<file path="src/design/isa_pkg.sv">
// ISA widths and encodings shared by the execute stage; RV32-style scalar side, 16 matrix regs
package isa_pkg;

    localparam int WORD_W     = 32; // scalar datapath width
    localparam int REG_IDX_W  = 5;  // 32 scalar registers
    localparam int MREG_IDX_W = 4;  // 16 matrix registers

    typedef logic [WORD_W-1:0]     word_t;     // data word
    typedef logic [WORD_W-1:0]     addr_t;     // byte address
    typedef logic [REG_IDX_W-1:0]  reg_idx_t;  // scalar register index
    typedef logic [MREG_IDX_W-1:0] mreg_idx_t; // matrix register index

    // sequential instruction step, byte addressed
    localparam addr_t PC_STEP = 32'd4;

    // scalar ALU operations
    typedef enum logic [3:0] {
        ADD,
        SUB,
        AND,
        OR,
        XOR,
        SLL,  // shift amount from low 5 bits
        SRL,
        SRA,
        SLT,  // signed compare
        SLTU  // unsigned compare
    } alu_op_e;

    // branch and jump kinds handled by the branch unit
    typedef enum logic [2:0] {
        BEQ,
        BNE,
        BLT,
        BGE,
        BLTU,
        BGEU,
        JAL,  // pc relative
        JALR  // register relative, bit 0 dropped
    } branch_type_e;

    // scalar memory access, word sized only
    typedef enum logic {
        LW,
        SW
    } mem_type_e;

endpackage

</file>
<file path="src/design/exec_pkg.sv">
// request and response bundles of the execute stage; completion bit order is fixed
package exec_pkg;
    import isa_pkg::*;

    // scalar ALU
    typedef struct packed {
        alu_op_e  aluop;
        word_t    port_a;
        word_t    port_b;
        reg_idx_t rd;       // passed on to writeback
    } salu_req_t;

    typedef struct packed {
        word_t result;
        logic  negative;
        logic  overflow;    // add/sub only
        logic  zero;
    } salu_resp_t;

    // branch unit
    typedef struct packed {
        branch_type_e branch_type;
        word_t        reg_a;
        word_t        reg_b;
        addr_t        current_pc;
        word_t        imm;
        logic         predicted_outcome; // 1 = predicted taken
        reg_idx_t     rd;                // link register for jumps
    } bfu_req_t;

    typedef struct packed {
        logic  branch_outcome; // taken
        logic  miss;           // outcome differs from prediction
        addr_t correct_pc;
        logic  update_btb;
        logic  update_pc;      // redirect fetch, one cycle
        addr_t branch_target;
        word_t jump_wdat;      // link value pc + 4
        logic  br_jump;
    } bfu_resp_t;

    // scalar load/store and the data cache side
    typedef struct packed {
        mem_type_e mem_type;
        word_t     rs1;     // base
        word_t     rs2;     // store data
        word_t     imm;
        reg_idx_t  rd;
    } sls_req_t;

    typedef struct packed {
        addr_t addr;
        logic  ren;
        logic  wen;
        word_t store_data;
    } dmem_req_t;

    // matrix load/store and GEMM issue
    typedef struct packed {
        logic      ls;      // 0 load, 1 store
        mreg_idx_t rd;
        word_t     base;
        word_t     imm;
    } mls_req_t;

    typedef struct packed {
        mreg_idx_t rs1;
        mreg_idx_t rs2;
        mreg_idx_t rs3;
        mreg_idx_t rd;
        logic      new_weight; // reload array weights
    } gemm_req_t;

    typedef enum logic [1:0] {
        SP_LOAD,
        SP_STORE,
        SP_GEMM
    } sp_kind_e;

    typedef struct packed {
        sp_kind_e  kind;
        mreg_idx_t rd;
        mreg_idx_t rs1;
        mreg_idx_t rs2;
        mreg_idx_t rs3;
        logic      new_weight;
        addr_t     addr;       // matrix base, loads and stores only
    } sp_req_t;

    // completion vector to the scoreboard
    typedef logic [4:0] fu_ex_t;

    localparam int FU_ALU  = 0;
    localparam int FU_SLS  = 1;
    localparam int FU_BFU  = 2;
    localparam int FU_MLS  = 3;
    localparam int FU_GEMM = 4;

endpackage

</file>
<file path="src/design/fu_alu.sv">
// purely combinational ALU; shifts use port_b[4:0], overflow flag meaningful for ADD and SUB only
`timescale 1ns/1ps

module fu_alu import isa_pkg::*, exec_pkg::*; (
    input  salu_req_t  req,
    output salu_resp_t resp
);

    word_t result;
    logic  overflow;

    always_comb begin
        result   = '0;
        overflow = 1'b0;
        case (req.aluop)
            ADD: begin
                result   = req.port_a + req.port_b;
                // same sign in, other sign out
                overflow = (req.port_a[31] == req.port_b[31]) &&
                           (result[31] != req.port_a[31]);
            end
            SUB: begin
                result   = req.port_a - req.port_b;
                overflow = (req.port_a[31] != req.port_b[31]) &&
                           (result[31] != req.port_a[31]);
            end
            AND:  result = req.port_a & req.port_b;
            OR:   result = req.port_a | req.port_b;
            XOR:  result = req.port_a ^ req.port_b;
            SLL:  result = req.port_a << req.port_b[4:0];
            SRL:  result = req.port_a >> req.port_b[4:0];
            SRA:  result = word_t'($signed(req.port_a) >>> req.port_b[4:0]); // sign fill
            SLT:  result = {31'd0, $signed(req.port_a) < $signed(req.port_b)};
            SLTU: result = {31'd0, req.port_a < req.port_b};
            default: result = '0;
        endcase
    end

    // flags straight off the result
    always_comb begin
        resp.result   = result;
        resp.negative = result[31];
        resp.overflow = overflow;
        resp.zero     = (result == '0);
    end

endmodule

</file>
<file path="src/design/fu_branch.sv">
// branch resolution, outputs one cycle after enable; payload holds its value until the next enable
`timescale 1ns/1ps

module fu_branch import isa_pkg::*, exec_pkg::*; (
    input  logic      CLK,
    input  logic      nRST,
    input  logic      enable,
    input  bfu_req_t  req,
    output bfu_resp_t resp,
    output logic      resolved
);

    logic      taken;
    logic      is_jump;
    addr_t     target;
    addr_t     fall_through;
    bfu_resp_t resp_next;
    bfu_resp_t resp_q;      // registered payload
    logic      update_pc_q; // redirect pulse

    // condition evaluation
    always_comb begin
        is_jump = (req.branch_type == JAL) || (req.branch_type == JALR);
        case (req.branch_type)
            BEQ:       taken = (req.reg_a == req.reg_b);
            BNE:       taken = (req.reg_a != req.reg_b);
            BLT:       taken = ($signed(req.reg_a) < $signed(req.reg_b));
            BGE:       taken = ($signed(req.reg_a) >= $signed(req.reg_b));
            BLTU:      taken = (req.reg_a < req.reg_b);
            BGEU:      taken = (req.reg_a >= req.reg_b);
            JAL, JALR: taken = 1'b1; // jumps always go
            default:   taken = 1'b0;
        endcase
    end

    // target and fall-through
    always_comb begin
        fall_through = req.current_pc + PC_STEP;
        if (req.branch_type == JALR) begin
            target    = req.reg_a + req.imm;
            target[0] = 1'b0; // jalr drops bit 0
        end else begin
            target = req.current_pc + req.imm;
        end
    end

    always_comb begin
        resp_next.branch_outcome = taken;
        resp_next.miss           = (taken != req.predicted_outcome);
        resp_next.correct_pc     = taken ? target : fall_through;
        resp_next.update_btb     = taken && !is_jump;           // conditional taken only
        resp_next.update_pc      = resp_next.miss || is_jump;
        resp_next.branch_target  = target;
        resp_next.jump_wdat      = fall_through;                // link value
        resp_next.br_jump        = is_jump;
    end

    always_ff @(posedge CLK) begin
        if (enable) begin
            resp_q <= resp_next;
        end
    end

    // single-cycle strobes
    always_ff @(posedge CLK, negedge nRST) begin
        if (!nRST) begin
            resolved    <= 1'b0;
            update_pc_q <= 1'b0;
        end else begin
            resolved    <= enable;
            update_pc_q <= enable && resp_next.update_pc;
        end
    end

    always_comb begin
        resp           = resp_q;
        resp.update_pc = update_pc_q; // pulse, not held
    end

endmodule

</file>
<file path="src/design/fu_scalar_ls.sv">
// one outstanding word access at a time; enable is ignored unless idle, cache latency unbounded
`timescale 1ns/1ps

module fu_scalar_ls import isa_pkg::*, exec_pkg::*; (
    input  logic      CLK,
    input  logic      nRST,
    input  logic      enable,
    input  sls_req_t  req,
    input  logic      dhit_in,
    input  word_t     dmem_rdata,
    output dmem_req_t dmem_req,
    output logic      dhit,
    output word_t     load_data,
    output reg_idx_t  rd
);

    typedef enum logic [1:0] {
        IDLE,
        ACCESS, // request held toward the cache
        DONE    // hit reported to writeback
    } sls_state_e;

    sls_state_e state, next_state;

    // captured request
    addr_t     addr_q;
    word_t     store_q;
    mem_type_e type_q;
    reg_idx_t  rd_q;
    word_t     load_q;

    always_comb begin
        next_state = state;
        case (state)
            IDLE:    if (enable) next_state = ACCESS;
            ACCESS:  if (dhit_in) next_state = DONE;   // wait as long as the cache needs
            DONE:    next_state = IDLE;
            default: next_state = IDLE;
        endcase
    end

    always_ff @(posedge CLK, negedge nRST) begin
        if (!nRST) begin
            state <= IDLE;
        end else begin
            state <= next_state;
        end
    end

    always_ff @(posedge CLK) begin
        if (state == IDLE && enable) begin
            addr_q  <= req.rs1 + req.imm; // effective address
            store_q <= req.rs2;
            type_q  <= req.mem_type;
            rd_q    <= req.rd;
        end
        if (state == ACCESS && dhit_in) begin
            load_q <= dmem_rdata;         // store hits capture don't-care data
        end
    end

    // cache side
    always_comb begin
        dmem_req.addr       = addr_q;
        dmem_req.store_data = store_q;
        dmem_req.ren        = (state == ACCESS) && (type_q == LW);
        dmem_req.wen        = (state == ACCESS) && (type_q == SW);
    end

    assign dhit      = (state == DONE); // one cycle pulse
    assign load_data = load_q;
    assign rd        = rd_q;

endmodule

</file>
<file path="src/design/sp_request_gen.sv">
// mls_enable and gemm_enable are held levels, never both high; one sp_write per rising enable
`timescale 1ns/1ps

module sp_request_gen import exec_pkg::*; (
    input  logic      CLK,
    input  logic      nRST,
    input  logic      mls_enable,
    input  mls_req_t  mls_req,
    input  logic      gemm_enable,
    input  gemm_req_t gemm_req,
    output sp_req_t   sp_req,
    output logic      sp_write
);

    sp_req_t mls_sp;
    sp_req_t gemm_sp;
    logic    mls_edge;  // enable seen last cycle
    logic    gemm_edge;

    always_comb begin
        mls_sp            = '0;
        mls_sp.kind       = mls_req.ls ? SP_STORE : SP_LOAD;
        mls_sp.rd         = mls_req.rd;
        mls_sp.addr       = mls_req.base + mls_req.imm;
        gemm_sp           = '0;
        gemm_sp.kind      = SP_GEMM;
        gemm_sp.rs1       = gemm_req.rs1;
        gemm_sp.rs2       = gemm_req.rs2;
        gemm_sp.rs3       = gemm_req.rs3;
        gemm_sp.rd        = gemm_req.rd;
        gemm_sp.new_weight = gemm_req.new_weight;
    end

    assign sp_req   = mls_enable ? mls_sp : gemm_sp; // matrix ls wins, gemm otherwise
    assign sp_write = (mls_enable && !mls_edge) || (gemm_enable && !gemm_edge);

    always_ff @(posedge CLK, negedge nRST) begin
        if (!nRST) begin
            mls_edge  <= 1'b0;
            gemm_edge <= 1'b0;
        end else begin
            mls_edge  <= mls_enable;
            gemm_edge <= gemm_enable;
        end
    end

endmodule

</file>
<file path="src/design/execute.sv">
// execute stage top; scratchpad enables are held levels, the rest one-cycle strobes, no back-pressure
`timescale 1ns/1ps

module execute import isa_pkg::*, exec_pkg::*; (
    input  logic       CLK,
    input  logic       nRST,
    // scalar ALU
    input  logic       salu_enable,
    input  salu_req_t  salu_req,
    output salu_resp_t salu_resp,
    output reg_idx_t   salu_rd,
    // branch unit
    input  logic       bfu_enable,
    input  bfu_req_t   bfu_req,
    output bfu_resp_t  bfu_resp,
    output logic       bfu_resolved,
    output reg_idx_t   jump_rd,
    // scalar load/store and data cache
    input  logic       sls_enable,
    input  sls_req_t   sls_req,
    input  logic       dhit_in,
    input  word_t      dmem_rdata,
    output dmem_req_t  dmem_req,
    output word_t      sls_load_data,
    output logic       sls_dhit,
    output reg_idx_t   sls_rd,
    // scratchpad side
    input  logic       mls_enable,
    input  mls_req_t   mls_req,
    input  logic       gemm_enable,
    input  gemm_req_t  gemm_req,
    input  logic       load_complete,
    input  logic       store_complete,
    input  logic       gemm_complete,
    output sp_req_t    sp_req,
    output logic       sp_write,
    // completions to the scoreboard
    output fu_ex_t     fu_ex
);

    fu_alu i_fu_alu (
        .req  (salu_req),
        .resp (salu_resp)
    );

    assign salu_rd = salu_req.rd; // same cycle as the result

    fu_branch i_fu_branch (
        .CLK      (CLK),
        .nRST     (nRST),
        .enable   (bfu_enable),
        .req      (bfu_req),
        .resp     (bfu_resp),
        .resolved (bfu_resolved)
    );

    // link register straight from the request, scoreboard keeps it for the resolve cycle
    assign jump_rd = bfu_req.rd;

    fu_scalar_ls i_fu_scalar_ls (
        .CLK        (CLK),
        .nRST       (nRST),
        .enable     (sls_enable),
        .req        (sls_req),
        .dhit_in    (dhit_in),
        .dmem_rdata (dmem_rdata),
        .dmem_req   (dmem_req),
        .dhit       (sls_dhit),
        .load_data  (sls_load_data),
        .rd         (sls_rd)
    );

    sp_request_gen i_sp_request_gen (
        .CLK         (CLK),
        .nRST        (nRST),
        .mls_enable  (mls_enable),
        .mls_req     (mls_req),
        .gemm_enable (gemm_enable),
        .gemm_req    (gemm_req),
        .sp_req      (sp_req),
        .sp_write    (sp_write)
    );

    // completion vector
    always_comb begin
        fu_ex          = '0;
        fu_ex[FU_ALU]  = salu_enable;                      // combinational unit
        fu_ex[FU_SLS]  = sls_dhit;
        fu_ex[FU_BFU]  = bfu_resolved;
        fu_ex[FU_MLS]  = load_complete || store_complete;  // reported by scratchpad
        fu_ex[FU_GEMM] = gemm_complete;
    end

endmodule

</file>
<file path="config.mk">
export PLATFORM = sky130hd
export DESIGN_NAME = execute
export DESIGN_NICKNAME = d
export VERILOG_FILES = /design/src/design/isa_pkg.sv /design/src/design/exec_pkg.sv /design/src/design/fu_alu.sv /design/src/design/fu_branch.sv /design/src/design/fu_scalar_ls.sv /design/src/design/sp_request_gen.sv /design/src/design/execute.sv
export SDC_FILE = /design/constraint.sdc
export NUM_CORES = 1
export LEC_CHECK = 0
export BUFFER_PORTS_ARGS = -buffer_cell sky130_fd_sc_hd__buf_4
export CAP_MARGIN = 20
export CORE_AREA = 4 4 290 292
export DETAILED_ROUTE_END_ITERATION = 12
export DIE_AREA = 0 0 294 296
export PLACE_DENSITY_LB_ADDON = 0.25
export SLEW_MARGIN = 20
export SYNTH_ARGS = -nofsm -noshare
export SYNTH_HDL_FRONTEND = slang
export SYNTH_HIERARCHICAL = 1
export SYNTH_SLANG_ARGS = --single-unit
</file>
<file path="constraint.sdc">
create_clock -name CLK -period 6.8 [get_ports CLK]
set_input_delay 0.34 -clock CLK [delete_from_list [all_inputs] [get_ports CLK]]
set_output_delay 0.34 -clock CLK [all_outputs]
set_load 0.05 [all_outputs]
</file>
# Word-level counts from Yosys, hierarchy flattened
# Index checks and enable logic that the tools add are counted.
dict set report totals {
  reg_bits 208
  input_bits 441
  wordCells 97
}
dict set report classes {
  n_reduce_logical 23
  n_shift 3
  n_eq_ne 27
  n_addsub 7
  magnitude_cmp 6
  mux 10
  bitwise_logic 4
}
# operator count
set op_table {}
lappend op_table {{case mux 32 bit (10 select lines)} 1}
lappend op_table {{adder 32 bit} 5}
lappend op_table {{< comparator 32 bit} 4}
lappend op_table {{>= comparator 32 bit} 2}
lappend op_table {{2-to-1 mux 32 bit} 2}
lappend op_table {{2-to-1 mux 51 bit} 1}
lappend op_table {{adder 32 x 3 -> 32 bit (second input constant)} 1}
lappend op_table {{bitwise AND 32 bit} 1}
lappend op_table {{== test 32 bit} 1}
lappend op_table {{zero test 32 bit} 1}
lappend op_table {{inequality test 32 bit} 1}
lappend op_table {{OR 32 bit} 1}
lappend op_table {{<< shifter 32 x 5 -> 32 bit} 1}
lappend op_table {{right shift 32 x 5 -> 32 bit} 1}
lappend op_table {{>>> shifter 32 x 5 -> 32 bit} 1}
lappend op_table {{subtractor 32 bit} 1}
lappend op_table {{bitwise XOR 32 bit} 1}
lappend op_table {{== test 4 x 3 -> 1 bit (second input constant)} 4}
lappend op_table {{== test 3 bit (second input constant)} 4}
lappend op_table {{logical AND 1 bit} 10}
lappend op_table {{== test 4 x 2 -> 1 bit (second input constant)} 2}
lappend op_table {{== test 4 bit (second input constant)} 2}
lappend op_table {{case mux 1 bit (7 select lines)} 1}
lappend op_table {{== test 3 x 2 -> 1 bit (second input constant)} 2}
lappend op_table {{other kinds (19)} 29}

# Depth between registers and ports, before layout
dict set report logic_depth {
  ltp_word 6
  mapped_depth 20
}

# By module
# The synthesis kept the hierarchy.
# module n_inst cells_per_inst area_per_inst_um2 seq_area_each_um2
set modules_own_cells {}
lappend modules_own_cells {fu_alu 1 1406 9923.3 0.0}
lappend modules_own_cells {fu_branch 1 916 8705.8 3052.9}
lappend modules_own_cells {fu_scalar_ls 1 345 4895.9 3113.0}
lappend modules_own_cells {sp_request_gen 1 316 2102.0 50.0}
lappend modules_own_cells {execute 1 15 111.4 0.0}

# Worst setup path before layout
# Ideal clock, no wire load.
dict set report synth_path {
  path_type {in2out}
  start {in salu_req[7] in the netlist's numbering}
  end {out salu_resp[0] in the netlist's numbering}
  path_buffers 7
  t_arrival_ps 6302
  path_slack_ps 158
  stages 20
  path_cell_list {buf_6 -> buf_6 -> buf_2 -> inv_1 -> buf_4 -> buf_2 -> buf_2 -> buf_1 -> ha_1 -> nand2b_1 -> o311ai_0 -> a31oi_1 -> a211oi_1 -> o41a_1 -> xnor2_1 -> o211ai_1 -> or4_1 -> or4b_1 -> or4_1 -> nor4b_2}
}
# element line
set synth_lines {}
lappend synth_lines {{start: declaration} execute.sv:9} ;# input salu_req_t salu_req,
lappend synth_lines {{end: declaration} execute.sv:10} ;# output salu_resp_t salu_resp,

==> results.ini <==
[outcome]
status = finished, final reports clean

[synth]
synth_area_mm2 = 0.02574
ys_types = 112
synth_area_per_cell_um2 = 8.585
synth_cells = 2998
syn-num-nets = 3699
synth-seq-cells = 208
ys_seq_area_frac = 0.2415
yosysTopAreaCell = edfxtp_1
yosysWarnings = 6
synth-main-ff-cell = edfxtp_1
synthTopCellsByArea = edfxtp_1, ha_1, a21oi_1
synth_top_area_frac = 0.2357
synth_edf_count = 202
async_flop_share = 0.02885

[die]
die_h_um = 296
core_mm2 = 0.08158
fp.dieW_um = 294
initial_utilization = 0.3155
ios = 749
rows = 105
die-area_mm2 = 0.08702

[clocking]
cts_buffers = 22
htreeDepth = 1
clk_pin_slew_ns = 0.06
clkLatencyLatePin_ns = 0.53
cts_root_buf = clkbuf_16
cts.path.max_buffers = 3
clock_sinks = 208
post_cts_buffers = 0
cts_tree = yes

[critical_path]
path_buf_inv = 2
crit_chain = buf_4, ha_1, nor2_1, o311ai_1, a31oi_1, a211oi_1, o41a_1, xnor2_1, o211ai_1, or4_1, or4b_1, or4_1, nor4b_2, buf_4
crit_arrival_ns = 5.68
crit_required_ns = 6.46
cpMaxStageDelayCell = o311ai_1
start_kind = input pin
crit_family = compound AO/OA/AOI/OAI gates
critPathMaxStageDelay_ns = 0.72
end_kind = primary output
startpoint = salu_req[5]
path_class = input pin to primary output
path_depth = 14
timing.rr.start = i_fu_scalar_ls/state[0]$_DFFE_PN0P_
rr_worst_depth = 2
critPathMaxFanout = 49

[timing]
setup_viol = 0
hold_viol_final = 0
rsz0062_at_grt = false
min_period_over_period = 0.8849
hold_ws_ns = 0.01748
drv_slew = 0
max_freq_ghz = 0.1662
fin_ws_ns = 0.7829
slew_headroom = 0.2810
worstMarginPinSlew_ns = 1.070
fin_worst_skew_ns = 0.007805
tns_ns = 0
period_needed_ns = 6.017

[job]
maxCapViolations = 0

[grt]
grt_max_degree = 66
grt_pass1_wl_um = 188500
antenna_found_initial = 25
grt_pass1_vias = 26440
grt.total_usage = 0.2890
grt-ovfl-total = 0

[routing]
wl_per_cell_um = 28.20
wl_um = 134700
ant_nets = 0
drc = 0
dr.pass1.iters = 6
vias = 28390
drt_iter0_markers = 2961
drt-vias-per-instance = 5.943

[layout]
final_nets = 4381
drive_above_1_share = 0.2603
syn_to_final_growth_pct = 29.79
design_area_mm2 = 0.03341

[power]
ir_drop_uv = 135.8
p_clk_frac = 0.182
swShare = 0.4608
power_density_mw_per_mm2 = 194.1
p_switching_mw = 2.988
p_leak_nw = 14.50
internal_power_mw = 3.497
pwr-share-comb = 0.550
p_seq_frac = 0.268

[worst_hold_path]
whs_path_depth = 1
hp-class = input pin to flip-flop
hp-start = bfu_req[38]

[placed_design]
dp_hpwl_um = 111500
pre_cts_ws_ns = 0.7191
finalWeightedCongestion = 1.002
place_area_mm2 = 0.03198
io_buffers = 724

synth_stat cells, types with 13 or more instances:
library cell / count
nor3_1: 73
and2_1: 20
buf_1: 20
buf_2: 25
a211o_1: 16
mux2_4: 16
o21a_1: 17
or3_1: 28
edfxtp_1: 202
ha_1: 254
nand2_1: 231
o31ai_1: 24
o211ai_1: 41
buf_4: 25
o21bai_1: 23
a221oi_1: 19
xnor2_1: 97
a2111oi_0: 15
and3_1: 26
nor2_1: 231
a211oi_1: 47
a21o_1: 62
a21oi_1: 243
clkbuf_1: 98
a31oi_1: 44
mux4_2: 50
inv_1: 179
o22ai_1: 24
mux2_2: 35
nor2b_1: 46
nand3_1: 90
o21ai_0: 156
nor4_1: 24
mux2i_1: 73
xor2_1: 44
nand4_1: 50
or4_1: 13
nand2b_1: 28
logic make-up after synthesis:
| logic type | share of synthesized area |
|---|---|
| buffers and inverters | 0.06179 |
| AND/OR/NAND/NOR | 0.1824 |
| AO/OA/AOI/OAI | 0.2383 |
| multiplexers | 0.09985 |
| XOR/XNOR | 0.04798 |
| flip-flops | 0.2415 |
| adder cells (fa/ha/maj) | 0.1281 |
sequential cells by signal, indices dropped and copies added (netlist names), 2 cells and up:
signal                    flops
i_fu_branch/resp            100
i_fu_scalar_ls/addr_q        32
i_fu_scalar_ls/load_data     32
i_fu_scalar_ls/rd             5
i_fu_scalar_ls/state          2
i_fu_scalar_ls/store_q       32
layer usage:
layer | part of all wire | vias up | GRT usage
met2 | 0.45 | 1715 | 0.4592
met5 | 0.0014 | - | 0.01084
met3 | 0.11 | 242 | 0.07047
li1 | - | 12760 | -
met4 | 0.036 | 12 | 0.1001
met1 | 0.40 | 13670 | 0.3844
cell usage in the layout (no fill, tap or decap), types with 17 or more instances in the layout:
master         instances
dlygate4sd3_1         71
nand3_1               90
mux4_2                50
and3_1                26
nand2_1              231
buf_4                768
a221oi_1              19
nor3_1                73
ha_1                 254
nor2_1               231
mux2i_1               73
xor2_1                44
o22ai_1               24
mux2_2                35
nor4_1                23
a211oi_1              47
a21o_1                62
o211ai_1              41
inv_1                179
and2_1                20
clkbuf_16             22
or3_1                 28
a21oi_1              243
o21bai_1              23
edfxtp_1             202
o21ai_0              156
xnor2_1               97
nand2b_1              28
nand4_1               50
o31ai_1               24
a31oi_1               44
nor2b_1               46
o21a_1                17
stage by stage:
step | cells | utilization | power (mW)
2_1_floorplan | 2998 | - | 4.028
3_3_place_gp | 4655 | 0.3920 | 5.237
3_5_place_dp | 4655 | 0.3920 | 5.235
4_1_cts | 4766 | 0.4091 | 6.457
5_1_grt | 4773 | 0.4093 | 6.755
6_report | 4777 | 0.4095 | 6.485
path summary, 6_finish.rpt:
path | end | slack [ns]
max | salu_resp[0] | 0.78
min | i_fu_branch/resp[1]$_DFFE_PP_ | 0.02
max reg2reg | i_fu_scalar_ls/store_q[21]$_DFFE_PP_ | 5.20
min reg2reg | i_fu_scalar_ls/state[0]$_DFFE_PN0P_ | 0.58
max in group asynchronous | i_fu_branch/resolved$_DFF_PN0_ | 6.37
min in group asynchronous | i_fu_scalar_ls/state[1]$_DFFE_PN0P_ | 0.21
worst reg2reg max path: cells and delay by family, from the launching register on:
family,cells,cell delay (ns)
flip-flops,1,0.46
buffers and inverters,1,0.52
AND/OR/NAND/NOR,1,0.23
cell type report:
class                      count  area [um^2]
sequential                   208         6216
antenna                       11        27.53
timing repair buffer         839         6476
clock inverter                13        118.9
multi-input combinational   2424        17960
tap                         1070         1339
fill                        8204        48180
clock buffer                  27        569.3
inverter                     185        694.4
timing repair:
action / in CTS / in global routing
hold buffers: 71 / 0
resized for setup: 0 / 0
endpoints found under the hold margin: 76 / 0
power by group through the flow:
stage | Clock [mW] | Combinational (mW) | Sequential (mW)
after floorplan | 0 | 1.63 | 2.40
after global placement | 0 | 3.48 | 1.76
after detailed placement | 0 | 3.47 | 1.76
after CTS | 1.20 | 3.52 | 1.74
after global routing | 1.25 | 3.75 | 1.75
final | 1.18 | 3.57 | 1.74
Note: power is estimated with default switching activity, not from simulation.
